<file path="config.mk">
export PLATFORM = sky130hd
export DESIGN_NAME = cp0_irq
export DESIGN_NICKNAME = d
export VERILOG_FILES = /design/src/verilog/cp0_pkg.sv /design/src/verilog/irq_arbiter.sv /design/src/verilog/cp0_regs.sv /design/src/verilog/cp0_irq.sv
export VERILOG_INCLUDE_DIRS = /design/src /design/src/verilog
export SDC_FILE = /design/constraint.sdc
export NUM_CORES = 1
export LEC_CHECK = 0
export BUFFER_PORTS_ARGS = -buffer_cell sky130_fd_sc_hd__buf_2
export CAP_MARGIN = 5
export CORE_UTILIZATION = 44
export DETAILED_ROUTE_END_ITERATION = 7
export PLACE_DENSITY = 0.73
export SLEW_MARGIN = 20
export SYNTH_ARGS = -nofsm -noshare
export SYNTH_HDL_FRONTEND = slang
export SYNTH_SLANG_ARGS = --single-unit
export TNS_END_PERCENT = 100
</file>
<file path="constraint.sdc">
create_clock -name clk -period 3.35 [get_ports clk]
set_clock_uncertainty 0.05 [all_clocks]
set_input_delay 0.5025 -clock clk [delete_from_list [all_inputs] [get_ports clk]]
set_output_delay 0.5025 -clock clk [all_outputs]
set_load 0.05 [all_outputs]
</file>
<file path="src/verilog/cp0_defs.svh">
`ifndef CP0_DEFS_SVH
`define CP0_DEFS_SVH

// ----------------------------------------
// Widths
// ----------------------------------------

// Data and PC width
`define XLEN 32

// Device request lines
`define IRQ_LINES 8

// Interrupt number, enough for IRQ_LINES
`define CODE_W 3

// Wishbone word address
`define WB_ADR_W 2

// ----------------------------------------
// Register word addresses
// ----------------------------------------

`define REG_STATUS 2'd0
`define REG_CAUSE 2'd1
`define REG_EPC 2'd2
// Address 3 is a hole, reads zero

// ----------------------------------------
// Bit positions
// ----------------------------------------

// STATUS global interrupt enable
`define STATUS_IE_BIT 0

// Base of the 8-bit mask in STATUS
// and of the 8-bit pending field in CAUSE
`define IM_LSB 8

// Base of the interrupt number in CAUSE
`define CODE_LSB 2

`endif

</file>
<file path="src/verilog/cp0_pkg.sv">
package cp0_pkg;

`include "cp0_defs.svh"

    // ----------------------------------------
    // Wishbone classic slave port
    // ----------------------------------------

    // Master to slave
    typedef struct packed {
        // Cycle and strobe, held until ack
        logic                  cyc;
        logic                  stb;
        // High for a write
        logic                  we;
        // Word address, full words only
        logic [`WB_ADR_W-1:0]  adr;
        // Write data
        logic [`XLEN-1:0]      dat;
    } wb_req_t;

    // Slave to master
    typedef struct packed {
        // One-cycle acknowledge
        logic                  ack;
        // Read data, valid with ack
        logic [`XLEN-1:0]      dat;
    } wb_rsp_t;

    // ----------------------------------------
    // Register block and arbiter
    // ----------------------------------------

    // Enable and mask taken from STATUS
    typedef struct packed {
        logic                  ie;
        logic [`IRQ_LINES-1:0] im;
    } irq_cfg_t;

    // Capture request back to the registers
    typedef struct packed {
        // High for the single iack cycle
        logic                  take;
        // Line being serviced
        logic [`CODE_W-1:0]    code;
    } irq_take_t;

endpackage

</file>
<file path="src/verilog/irq_arbiter.sv">
`timescale 1ns/1ns

`include "cp0_defs.svh"

module irq_arbiter
    import cp0_pkg::*;
(
    input  logic                  clk,
    input  logic                  rst_n,
    // Level-sensitive device lines
    input  logic [`IRQ_LINES-1:0] irq,
    // Enable and mask from STATUS
    input  irq_cfg_t              cfg,
    // Return from the service routine
    input  logic                  eret,
    // Capture request to the registers
    output irq_take_t             take,
    output logic                  iack,
    output logic                  in_isr
);

    // ----------------------------------------
    // Priority pick
    // ----------------------------------------

    logic [`IRQ_LINES-1:0] irq_masked;
    logic [`CODE_W-1:0]    sel_code;

    // Stage 1 holds the sampled request
    logic                  pend_q;
    logic [`CODE_W-1:0]    pend_code_q;

    // Stage 2 holds the take and service state
    logic                  take_next;
    logic                  take_q;
    logic [`CODE_W-1:0]    take_code_q;
    logic                  in_isr_q;

    assign irq_masked = irq & cfg.im;

    // Lowest numbered line wins
    always_comb begin
        sel_code = '0;
        for (int i = `IRQ_LINES - 1; i >= 0; i--) begin
            if (irq_masked[i]) begin
                sel_code = i[`CODE_W-1:0];
            end
        end
    end

    // Line number of the pick
    always_ff @(posedge clk) begin
        pend_code_q <= sel_code;
    end

    // ----------------------------------------
    // Take decision
    // ----------------------------------------

    // Only outside a service routine
    assign take_next = pend_q & ~in_isr_q;

    // Code held for the iack cycle
    always_ff @(posedge clk) begin
        if (take_next) begin
            take_code_q <= pend_code_q;
        end
    end

    always_ff @(posedge clk) begin
        if (!rst_n) begin
            pend_q   <= 1'b0;
            take_q   <= 1'b0;
            in_isr_q <= 1'b0;
        end else begin
            pend_q <= cfg.ie & (|irq_masked);
            // Single-cycle pulse as in_isr blocks a repeat
            take_q <= take_next;
            if (take_next) begin
                in_isr_q <= 1'b1;
            end else if (eret) begin
                in_isr_q <= 1'b0;
            end
        end
    end

    // ----------------------------------------
    // Outputs
    // ----------------------------------------

    assign take.take = take_q;
    assign take.code = take_code_q;

    // Same register as the capture strobe
    assign iack   = take_q;
    assign in_isr = in_isr_q;

endmodule

</file>
<file path="src/verilog/cp0_regs.sv">
`timescale 1ns/1ns

`include "cp0_defs.svh"

module cp0_regs
    import cp0_pkg::*;
(
    input  logic                  clk,
    input  logic                  rst_n,
    // Host bus
    input  wb_req_t               wb_req,
    output wb_rsp_t               wb_rsp,
    // Raw device lines, shown in CAUSE
    input  logic [`IRQ_LINES-1:0] irq,
    // Current fetch address for EPC
    input  logic [`XLEN-1:0]      fetch_pc,
    // Capture from the arbiter
    input  irq_take_t             take,
    // Enable and mask to the arbiter
    output irq_cfg_t              cfg
);

    // ----------------------------------------
    // Register state
    // ----------------------------------------

    // STATUS, every bit writable
    logic [`XLEN-1:0]   status_q;
    // EPC, loaded by host or by a take
    logic [`XLEN-1:0]   epc_q;
    // Only stored field of CAUSE
    logic [`CODE_W-1:0] code_q;

    // Bus handshake
    logic               ack_q;
    logic [`XLEN-1:0]   rdat_q;

    // Access decode
    logic               wb_hit;
    logic               wr_en;
    logic               rd_en;
    logic               wr_status;
    logic               wr_cause;
    logic               wr_epc;

    // Read mux and assembled CAUSE
    logic [`XLEN-1:0]   rd_data;
    logic [`XLEN-1:0]   cause_word;

    // ----------------------------------------
    // Decode
    // ----------------------------------------

    // New request seen, no ack issued yet
    assign wb_hit = wb_req.cyc & wb_req.stb & ~ack_q;
    assign wr_en  = wb_hit & wb_req.we;
    assign rd_en  = wb_hit & ~wb_req.we;

    // Per-register write strobes
    assign wr_status = wr_en && (wb_req.adr == `REG_STATUS);
    assign wr_cause  = wr_en && (wb_req.adr == `REG_CAUSE);
    assign wr_epc    = wr_en && (wb_req.adr == `REG_EPC);

    // ----------------------------------------
    // Read path
    // ----------------------------------------

    // CAUSE built from live lines plus stored code
    always_comb begin
        cause_word = '0;
        cause_word[`IM_LSB +: `IRQ_LINES] = irq;
        cause_word[`CODE_LSB +: `CODE_W] = code_q;
    end

    always_comb begin
        case (wb_req.adr)
            `REG_STATUS: rd_data = status_q;
            `REG_CAUSE:  rd_data = cause_word;
            `REG_EPC:    rd_data = epc_q;
            // Unused slot
            default:     rd_data = '0;
        endcase
    end

    // Read data sampled at the request edge
    always_ff @(posedge clk) begin
        if (rd_en) begin
            rdat_q <= rd_data;
        end
    end

    // ----------------------------------------
    // Control and register updates
    // ----------------------------------------

    always_ff @(posedge clk) begin
        if (!rst_n) begin
            ack_q    <= 1'b0;
            status_q <= '0;
            epc_q    <= '0;
            code_q   <= '0;
        end else begin
            // Ack one cycle after the request
            ack_q <= wb_hit;

            if (wr_status) begin
                status_q <= wb_req.dat;
            end

            // Capture beats a host write on the same edge
            if (take.take) begin
                epc_q <= fetch_pc;
            end else if (wr_epc) begin
                epc_q <= wb_req.dat;
            end

            // Pending bits are read-only, only the code is stored
            if (take.take) begin
                code_q <= take.code;
            end else if (wr_cause) begin
                code_q <= wb_req.dat[`CODE_LSB +: `CODE_W];
            end
        end
    end

    // ----------------------------------------
    // Outputs
    // ----------------------------------------

    assign wb_rsp.ack = ack_q;
    assign wb_rsp.dat = rdat_q;

    // Steering fields for the arbiter
    assign cfg.ie = status_q[`STATUS_IE_BIT];
    assign cfg.im = status_q[`IM_LSB +: `IRQ_LINES];

endmodule

</file>
<file path="src/verilog/cp0_irq.sv">
`timescale 1ns/1ns

`include "cp0_defs.svh"

module cp0_irq
    import cp0_pkg::*;
(
    input  logic                  clk,
    input  logic                  rst_n,
    // Host register access
    input  wb_req_t               wb_req,
    output wb_rsp_t               wb_rsp,
    // Device request lines
    input  logic [`IRQ_LINES-1:0] irq,
    // From the core
    input  logic [`XLEN-1:0]      fetch_pc,
    input  logic                  eret,
    // To the core
    output logic                  iack,
    output logic                  in_isr
);

    // ----------------------------------------
    // Internal links
    // ----------------------------------------

    // STATUS fields steering the pick
    irq_cfg_t  irq_cfg;
    // Capture strobe and line number
    irq_take_t irq_take;

    // Bus side and register file
    cp0_regs u_cp0_regs (
        .clk      (clk),
        .rst_n    (rst_n),
        .wb_req   (wb_req),
        .wb_rsp   (wb_rsp),
        .irq      (irq),
        .fetch_pc (fetch_pc),
        .take     (irq_take),
        .cfg      (irq_cfg)
    );

    // Priority and service state
    irq_arbiter u_irq_arbiter (
        .clk    (clk),
        .rst_n  (rst_n),
        .irq    (irq),
        .cfg    (irq_cfg),
        .eret   (eret),
        .take   (irq_take),
        .iack   (iack),
        .in_isr (in_isr)
    );

endmodule

</file>
* Word level (Yosys, flattened, before mapping) *
Cells that the tools add are included.

word-level totals
  output and inout port bits = 35
  logic and storage cells = 48
  register bits = 109

cells by class
  eq/ne operators = 2
  bitwise gates (word level) = 10
  reduce and logical (&&, ||, !) cells = 10
  multiplexer cells = 14

operators by type and width
  kind                count
  $pmux 32 s3         1
  $mux 32             2
  $mux 3              6
  $and 8x8->8         1
  $reduce_or 8->1     1
  $and 1x1->1         6
  $reduce_bool 2->1   3
  $mux 2              2
  $reduce_or 4->1     1
  $logic_and 1x1->1   3
  $mux 1              3
  $not 1->1           3
  $eq 2x1->1 const B  1
  $eq 2x2->1 const B  1
  $logic_not 2->1     1
  $reduce_or 2->1     1

* Logic depth before layout (Yosys ltp) *
Gate-level depths: netlist of run 1.

  depth in word-level cells = 8
  mapped depth = 7

* Hierarchy *
Synthesis of run 1 repeated with hierarchy kept, for this count alone.

unflattened totals
  cell total of the unflattened synthesis = 518
  area total of the unflattened synthesis = 4976.0 sq um

by module, submodules not included
  module       times used  area each (sq um)  seq. area each (sq um)  cells each
  cp0_regs     1           4588.2             2322.2                  484
  irq_arbiter  1           387.9              210.2                   34

* Worst setup path after synthesis of run 1 *
No wires, ideal clock.

  path type = in2reg
  from = input wb_req[34] (netlist name)
  to = register u_cp0_regs.rdat_q[0], enable pin
  cell stages on the path = 1
  data arrival time = 2782 ps
  setup slack = 56 ps
  cells stage by stage = nor3_1

between the ends
  cells in the longest elaborated chain, start to end = 2

RTL lines
  what                  line            RTL
  start, declared       cp0_irq.sv:11   input wb_req_t wb_req,
  $not 1->1             cp0_regs.sv:57  assign rd_en = wb_hit & ~wb_req.we;
  $and 1x1->1           cp0_regs.sv:57
  end signal, assigned  cp0_regs.sv:88  rdat_q <= rd_data;
  end, declared         cp0_regs.sv:36  logic [`XLEN-1:0] rdat_q;

Every way passes these cells.
A chain may end at the register's enable or synchronous reset.

* Worst setup path in the final report of run 1 *
  from = register u_cp0_regs.ack_q
  to = register u_cp0_regs.status_q[31]

between the ends
  cells in the longest elaborated chain, start to end = 4

RTL lines
  what                    line             RTL
  start, declared         cp0_regs.sv:35   logic ack_q;
  start signal, assigned  cp0_regs.sv:104  ack_q <= wb_hit;
  $not 1->1               cp0_regs.sv:55   assign wb_hit = wb_req.cyc & wb_req.stb & ~ack_q;
  $and 1x1->1             cp0_regs.sv:55
  $and 1x1->1             cp0_regs.sv:56   assign wr_en = wb_hit & wb_req.we;
  $logic_and 1x1->1       cp0_regs.sv:60   assign wr_status = wr_en && (wb_req.adr == `REG_STATUS);
  end signal, assigned    cp0_regs.sv:107  status_q <= wb_req.dat;
  end, declared           cp0_regs.sv:28   logic [`XLEN-1:0] status_q;

Every way passes these cells.

==> metrics list, run 1 <==
- The run finished with clean final reports.
* Clock buffer depth: 2
- Average instance area after synthesis: 10.4 sq um
* Congestion Overflow GR: 0
- The via count of the first global-routing pass is 3,495.
- At the pin with the least slew margin, the transition time is 1050 ps.
- The Yosys step of the flow raised 0 warnings.
* Count of mapped cells out of synthesis: 454
- Static Leak: 0.00234 uW
- Total Routed Length: 10.3 mm
- Via count of the routed design: 3,549
- For this design the ratio of total power to cell area is 429 nW/um^2.
- On the critical path, the stage with the largest delay is an instance of sky130_fd_sc_hd__and4b_2.
- The worst setup path is launched from a flip-flop.
* Max H-tree Level: 3
- Count of endpoints failing setup in the final report: 0
- The number of nets in the synthesized netlist is 534.
- Maximum number of pins on one net before global-route repair: 72
* Power Total: 2360 uW
- After detailed routing, the number of vias per cell comes to 5.14.
* Most common library cell in the layout ignoring fill and taps: sky130_fd_sc_hd__buf_2
- The die is 106 um tall.
- FF+latch count, synth: 109
* Chip Width: 106 um
- For this configuration, the core starts out at a cell density of 45.7%.
* IO Count: 115
- CTS tree: yes
- Post-synth design cell area: 4740 sq um
- With fillers left out, the area of the finished cells amounts to 5500 sq um.
* Number of DRC violations after detailed routing: 0
- Upper clock frequency limit: 560 MHz
- Together, buffers and inverters on the worst path number 1.
- Counting I/O delays and the setup requirement, the final critical path takes 1780 ps.
- At the later pin of the worst-skew pair, clock insertion delay measures 370 ps.
- The largest single stage delay on the critical path is 380 ps.
* Standard cell area after detailed placement: 5320 sq um
- Fraction of layout instances using a drive strength above 1: 30.1%
* Cell-by-cell listing of the critical path: and4b_2 > and2_1 > buf_4 > nand2_1 > a21boi_0
- In this run the core area contains 37 standard-cell rows.
* Non-filler instance count after layout: 691
- Worst setup path category: flip-flop to flip-flop
- The worst setup path is captured at a flip-flop.
* Area of the core: 10,400 sq um
- Post-CTS Hold Fix Bufs: 0
- The clock drives 109 sinks.
- Number of CTS-inserted buffers: 9
- In this run, the number of DRC markers left after iteration 0 of detailed routing was 132.
- The cell family contributing the most delay on the critical path is simple AND/OR/NAND/NOR gates.
* Buffer type at the clock tree root: sky130_fd_sc_hd__clkbuf_8
* Worst Reg-to-Reg Cells: 5
* Number of post-CTS setup repair buffers: 0
- Fin. Hold Viols: 0
- Crit-path max FO: 27
- Headroom to the max-slew limit came out at 29.7%.
- The share of the Yosys chip area taken by registers is 53.4%.
- Routed length per placed instance: 15.0 um
* Number of gates resized after CTS: 0
* Share of the clock period used by the worst path: 53.3%
- Final-report max-slew violation count: 0
- Summed over all nets, the half-perimeter wirelength after detailed placement is 6.88 mm.
* Tightest Hold Check Type: input port to flip-flop
- The first detailed-routing pass ran for 5 iterations.
- Wire length of the first global-routing pass: 16.3 mm
* Overall die area: 11,200 sq um
- The number of antenna diodes in the final layout is 0.
* Worst path required time: 3590 ps
* Routability Congestion: 0.770
- Antenna Nets Post-Route: 0
- Post-Place Cells: 675
- In this run the tool buffered the top-level ports with 114 buffer cells.
- Setup repair after global routing missed its margin: no
- Stages on worst setup path: 5
- CTS clock-pin slew for the worst setup and hold paths: 100 ps
* Max-Cap Viols: 0
- In the final design database the tool counted 630 nets.
* Hold-critical path depth: 3
* Antenna violations before repair: 0
- Worst Hold Margin: 331 ps
- The library cells used most frequently in the layout, excluding fill and tap cells, are 114 x sky130_fd_sc_hd__buf_2, 88 x sky130_fd_sc_hd__nand2_1, 74 x sky130_fd_sc_hd__dfxtp_1.
* Number of distinct standard cells referenced by the synthesized netlist: 30
- All-layer global routing usage: 18.8%
- VDD sags by at most 0.166 mV.
* Synthesis-to-finish area growth: 16.0%
* Worst EP arrival: 2020 ps
- Post-Route Setup TNS: 0 ps
-- sequential cells by signal, summed over array words and instances (netlist names) --
name and cells:
u_cp0_regs.rdat_q 32, u_cp0_regs.ack_q 1, u_irq_arbiter.in_isr 1, u_cp0_regs.status_q 32, u_cp0_regs.code_q 3, u_irq_arbiter.pend_q 1, u_irq_arbiter.pend_code_q 3, u_irq_arbiter.take_code_q 3
u_irq_arbiter.iack 1, u_cp0_regs.epc_q 32
-- worst register-to-register path, stage by stage, from the launching register on --
cell and delay [ps]:
sky130_fd_sc_hd__dfxtp_1 350, sky130_fd_sc_hd__and4b_2 380, sky130_fd_sc_hd__and2_1 290, sky130_fd_sc_hd__buf_4 380
sky130_fd_sc_hd__nand2_1 100, sky130_fd_sc_hd__a21boi_0 170
-- report_power, final --
group / internal, uW / switching [uW]
sequential: 1380 / 8.44
clock: 347 / 414
combinational: 82.1 / 130
total: 1810 / 552
-- per-layer routing --
metal	share of wire (%)	wire, um	GRT usage [%]
met5	0	0	0
met4	1.6	170	7.64
met3	5.6	580	3.28
met2	49	5030	32.4
met1	44	4570	23.2
-- cells in the mapped netlist --
| library cell | count | area, sq um |
|---|---|---|
| sky130_fd_sc_hd__inv_2 | 1 | 3.75 |
| sky130_fd_sc_hd__nand2_4 | 1 | 11.3 |
| sky130_fd_sc_hd__nand3_1 | 2 | 10.0 |
| sky130_fd_sc_hd__buf_6 | 4 | 45.0 |
| sky130_fd_sc_hd__a41oi_1 | 1 | 8.76 |
| sky130_fd_sc_hd__mux2i_1 | 67 | 671 |
| sky130_fd_sc_hd__a21oi_1 | 36 | 180 |
| sky130_fd_sc_hd__buf_4 | 1 | 7.51 |
| sky130_fd_sc_hd__a21boi_0 | 2 | 15.0 |
| sky130_fd_sc_hd__nor2b_1 | 1 | 6.26 |
| sky130_fd_sc_hd__o211a_1 | 1 | 10.0 |
| sky130_fd_sc_hd__and4b_2 | 1 | 11.3 |
| sky130_fd_sc_hd__edfxtp_1 | 35 | 1050 |
| sky130_fd_sc_hd__buf_2 | 11 | 55.1 |
| sky130_fd_sc_hd__nor3b_1 | 2 | 15.0 |
| sky130_fd_sc_hd__a21boi_2 | 30 | 338 |
| sky130_fd_sc_hd__nor2b_4 | 1 | 13.8 |
| sky130_fd_sc_hd__and4_1 | 1 | 8.76 |
| sky130_fd_sc_hd__o21ai_0 | 46 | 230 |
| sky130_fd_sc_hd__dfxtp_1 | 74 | 1480 |
| sky130_fd_sc_hd__a32o_1 | 1 | 10.0 |
| sky130_fd_sc_hd__and2_1 | 2 | 12.5 |
| sky130_fd_sc_hd__nor2_1 | 23 | 86.3 |
| sky130_fd_sc_hd__nor3_1 | 1 | 5.00 |
| sky130_fd_sc_hd__nand2_1 | 88 | 330 |
| sky130_fd_sc_hd__buf_8 | 3 | 45.0 |
| sky130_fd_sc_hd__a222oi_1 | 1 | 10.0 |
| sky130_fd_sc_hd__nand3b_1 | 1 | 7.51 |
| sky130_fd_sc_hd__clkbuf_1 | 15 | 56.3 |
| sky130_fd_sc_hd__a22oi_1 | 1 | 7.51 |
-- cell families (layout without fill, tap and decap cells) --
family | Yosys count | in the layout | share of synthesized area (%)
flops | 109 | 109 | 53.4
mux | 67 | 67 | 14.1
buf+inv | 35 | 136 | 4.48
simple gates | 124 | 124 | 10.9
compound gates | 119 | 119 | 17.1
-- final cells by class --
type | count | area, sq um
clock buffer | 12 | 135
clock inverter | 4 | 48.8
fill | 947 | 4870
inverter | 1 | 3.75
multi-input combinational | 310 | 2000
sequential | 109 | 2530
tap | 136 | 170
timing repair buffer | 119 | 608
-- stage by stage --
| stage | util (%) | setup WS (ps) |
|---|---|---|
| 2_1_floorplan | - | 56.5 |
| 3_3_place_gp | 51.3 | 1230 |
| 3_5_place_dp | 51.3 | 1150 |
| 4_1_cts | 53.1 | 1530 |
| 5_1_grt | 53.1 | 1400 |
| 6_report | 53.1 | 1570 |
-- worst paths after layout --
| check | startpoint | endpoint | slack (ps) |
|---|---|---|---|
| setup reg to reg | u_cp0_regs.ack_q$_SDFF_PN0_ | u_cp0_regs.status_q[31]$_SDFFE_PN0P_ | 1570 |
| hold / removal | eret | u_irq_arbiter.in_isr$_SDFFE_PN0P_ | 330 |
| setup / recovery | u_cp0_regs.ack_q$_SDFF_PN0_ | u_cp0_regs.status_q[31]$_SDFFE_PN0P_ | 1570 |
| hold reg to reg | u_irq_arbiter.pend_code_q[0]$_SDFF_PP0_ | u_irq_arbiter.take_code_q[0]$_DFFE_PP_ | 360 |
(Power assumes the default switching activity.)
==> inputs of run 2 (changes only) <==
- ABC_AREA: unset -> 1
- PLACE_DENSITY: 0.73 -> 0.74
- clock period: 3.35 -> 1.5 ns (I/O delays scaled with it)
==> run 2 against run 1 <==
Against the previous run: sequential power grew 130%; critical path type is now flip-flop to output port; largest cell class unchanged; cell count rose by 13%; hold slack got worse by 280 ps; critical endpoint is now iack; worst setup slack lost 1500 ps; first-iteration DRC count up 74%.
==> metrics list, run 2 <==
- The run finished with clean final reports.
- The worst setup path is launched from a flip-flop.
- Most numerous cell types in the synthesized netlist: 108 x sky130_fd_sc_hd__nand2_1, 91 x sky130_fd_sc_hd__nor2_1, 74 x sky130_fd_sc_hd__dfxtp_1
* Worst Hold Margin: 50.4 ps
- Final worst-path setup slack: 68.4 ps
- Share of the clock period used by the worst path: 95.4%
* Start point of the worst hold path: eret
* Most common library cell in the layout ignoring fill and taps: sky130_fd_sc_hd__buf_2
- TritonCTS built the clock tree.
- Relative max-transition margin: 74.3%
- Fraction of layout instances using a drive strength above 1: 23.8%
* Measured slew at the worst slew-check pin: 385 ps
* Area of the core: 9820 sq um
* Clock buffer depth: 2
- Post-Route Setup TNS: 0 ps
- A synthesized cell averages 8.31 sq um.
* Vias in the first global route: 3,550
- Die extent in y: 103 um
* Number of search-and-repair iterations in the first detailed-routing pass: 5
- Number of warnings issued by yosys: 0
- Number of CTS-inserted buffers: 9
- IO Count: 115
- The number of antenna diodes in the final layout is 0.
- Worst setup path category: flip-flop to output port
- The final number of max-transition violations was 0.
- Fin. Hold Viols: 0
* Setup slack on the worst flop-to-flop path: 160 ps
* Upper clock frequency limit: 699 MHz
* Total clock sinks: 109
- Global routing consumed, over all layers together, 21.2% of the routing resources.
- In the final layout, the registers with the most flip-flops are u_cp0_regs.epc_q (32), u_cp0_regs.rdat_q (32), u_cp0_regs.status_q (32).
- Portion of the post-synthesis area used by sequential elements: 56.4%
* Count of mapped cells out of synthesis: 540
- Tightest Hold Check Type: input port to flip-flop
* Max-Cap Viols: 0
- The first global-routing pass estimated 17.0 mm of wire.
- Synthesis inferred 109 register bits.
- Worst Hold End: u_irq_arbiter.in_isr$_SDFFE_PN0P_
* Count of standard-cell rows: 36
- The routed design could run at a clock period as short as 1430 ps.
* Number of synthesized flops with an enable pin: 35
- Clock-pin slew was measured on the worst setup and hold paths at 100 ps.
- Via count of the routed design: 3,940
* Routed length per placed instance: 13.9 um
- Antenna Nets Post-Route: 0
- FFs w/ async S/R, synth: 0%
- Among all cell types in the netlist, the one instantiated most often is sky130_fd_sc_hd__nand2_1.
* Count of endpoints failing setup in the final report: 0
- The congestion estimate from routability-driven global placement came to 0.864.
- During placement, the flow inserted port buffers numbering 114.
- Detailed placement ended at an HPWL of 7.34 mm.
- In the routed layout, each cell is associated on average with a via count of 5.03.
- Number of distinct standard cells referenced by the synthesized netlist: 23
- Number of DRC violations after detailed routing: 0
- Antenna violations before repair: 0
* Static Leak: 0.00246 uW
- Chip Width: 103 um
* Buffer type at the clock tree root: sky130_fd_sc_hd__clkbuf_8
* Layout filler cell count: 942
- Across the VDD grid, the largest voltage drop is 0.533 mV.
* Initial cell density of the core: 45.7%
- By area the synthesized netlist is led by sky130_fd_sc_hd__dfxtp_1 33%, sky130_fd_sc_hd__edfxtp_1 23%, sky130_fd_sc_hd__nand2_1 9.0%, sky130_fd_sc_hd__o21ai_0 7.8%, sky130_fd_sc_hd__nor2_1 7.6%.
* Area leader, netlist: sky130_fd_sc_hd__dfxtp_1
* Final non-filler cell area: 5490 sq um
- Post-synth design cell area: 4490 sq um
- Power per cell area: 1020 nW/um^2
* Synthesis-to-finish area growth: 22.3%
- In the layout the commonest cells are 113 x sky130_fd_sc_hd__buf_2, 108 x sky130_fd_sc_hd__nand2_1, 89 x sky130_fd_sc_hd__nor2_1.
* Worst EP arrival: 1160 ps
- In the synthesized netlist the dominant register cell turns out to be sky130_fd_sc_hd__dfxtp_1.
- Overall die area: 10,600 sq um
- Total Routed Length: 10.9 mm
* Number of post-CTS setup repair buffers: 0
- Prior to clock tree synthesis, the placed netlist has a worst setup slack of 64.5 ps.
* Standard cell area after detailed placement: 5250 sq um
- Post-Place Cells: 768
- Non-filler instance count after layout: 784
- In this run the biggest area consumer among cell types represents 33.0% of the synthesized area.
* Layout Nets: 726
- The clock reaches the later pin of the worst-skew pair after 360 ps.
- The worst register-to-register path begins at u_cp0_regs.ack_q$_SDFF_PN0_.
* Maximum number of pins on one net before global-route repair: 70
* Critical register-to-register path endpoint: u_cp0_regs.status_q[6]$_SDFFE_PN0P_
* DRC violation total after the first TritonRoute iteration: 230
- Max H-tree Level: 3
- Along the worst path, the maximum fanout reaches 21.
* Type of element capturing the critical path: output port
* Congestion Overflow GR: 0
- Hold-critical path depth: 4
- Worst Reg-to-Reg Cells: 6
* Worst path required time: 1220 ps
* Synthesized net count: 620
run 2: changes by cell type after synthesis, moves of 19 or more:
cell	change
sky130_fd_sc_hd__nor2_1	+68
sky130_fd_sc_hd__mux2i_1	-67
sky130_fd_sc_hd__inv_1	+37
sky130_fd_sc_hd__a21boi_2	-30
sky130_fd_sc_hd__o21ai_0	+24
sky130_fd_sc_hd__a22o_1	+21
sky130_fd_sc_hd__nand2_1	+20
sky130_fd_sc_hd__o21ai_1	+19
run 2: report_power, final:
part,switching [uW],internal (uW)
Combinational,320,177
Sequential,29.6,3100
Clock,988,1000
Total,1340,4280
run 2: worst max-delay path by stage:
| stage | startpoint | endpoint | slack (ps) | cells past startpoint |
|---|---|---|---|---|
| 3_3_place_gp | wb_req[33] | u_cp0_regs.epc_q[22]$_SDFFE_PN0P_ | 140 | 8 |
| 2_1_floorplan | u_cp0_regs.ack_q$_SDFF_PN0_ | u_cp0_regs.rdat_q[0]$_DFFE_PP_ | 7 | 3 |
| 4_1_cts | u_irq_arbiter.iack$_SDFF_PN0_ | iack | 40 | 2 |
| 3_5_place_dp | wb_req[33] | u_cp0_regs.epc_q[22]$_SDFFE_PN0P_ | 60 | 8 |
| 5_1_grt | u_cp0_regs.ack_q$_SDFF_PN0_ | u_cp0_regs.epc_q[19]$_SDFFE_PN0P_ | -3 | 6 |
| 6_report | u_irq_arbiter.iack$_SDFF_PN0_ | iack | 70 | 2 |
run 2: worst max-delay path, stage by stage (launching register included):
cell and delay (ps):
sky130_fd_sc_hd__dfxtp_2 360, sky130_fd_sc_hd__buf_6 200, sky130_fd_sc_hd__buf_4 230
run 2: area by class of cell:
cell class                 instances  area, sq um  share of cell area (%)
sequential                       109         2530                    46.2
multi-input combinational        357         1650                    30.1
timing repair buffer             129          752                    13.7
tap                              133          166                    3.03
inverter                          40          153                    2.78
clock buffer                      10          138                    2.51
clock inverter                     6         93.8                    1.71
run 2: timing repair:
action                                  in CTS  in global routing
endpoints found under the setup margin       1                 30
hold buffers                                 0                  0
resized for setup                            2                  2
hold endpoints to repair                     0                  0
run 2: metrics by stage:
step / utilization (%) / power, uW
global route: 55.9 / 5820
global placement: 53.4 / 3690
detailed placement: 53.4 / 3700
finish: 55.9 / 5620
floorplan: - / 3470
CTS: 55.9 / 5670
run 2: metal layers:
| metal | wire (um) | GRT usage [%] | share of wire (%) |
|---|---|---|---|
| met1 | 4660 | 26.5 | 43 |
| met2 | 5170 | 35.6 | 47 |
| met3 | 834 | 4.47 | 7.7 |
| met4 | 224 | 8.88 | 2.1 |
| met5 | 0 | 0 | 0 |
run 2: kinds of logic (layout without fill, tap and decap cells):
| family | after synthesis | count (layout) | share of synthesized area [%] |
|---|---|---|---|
| and+or+nand+nor | 213 | 213 | 18.5 |
| buffers and inverters | 74 | 185 | 7.00 |
| DFF | 109 | 109 | 56.4 |
| AOI/OAI and AO/OA | 144 | 144 | 18.1 |
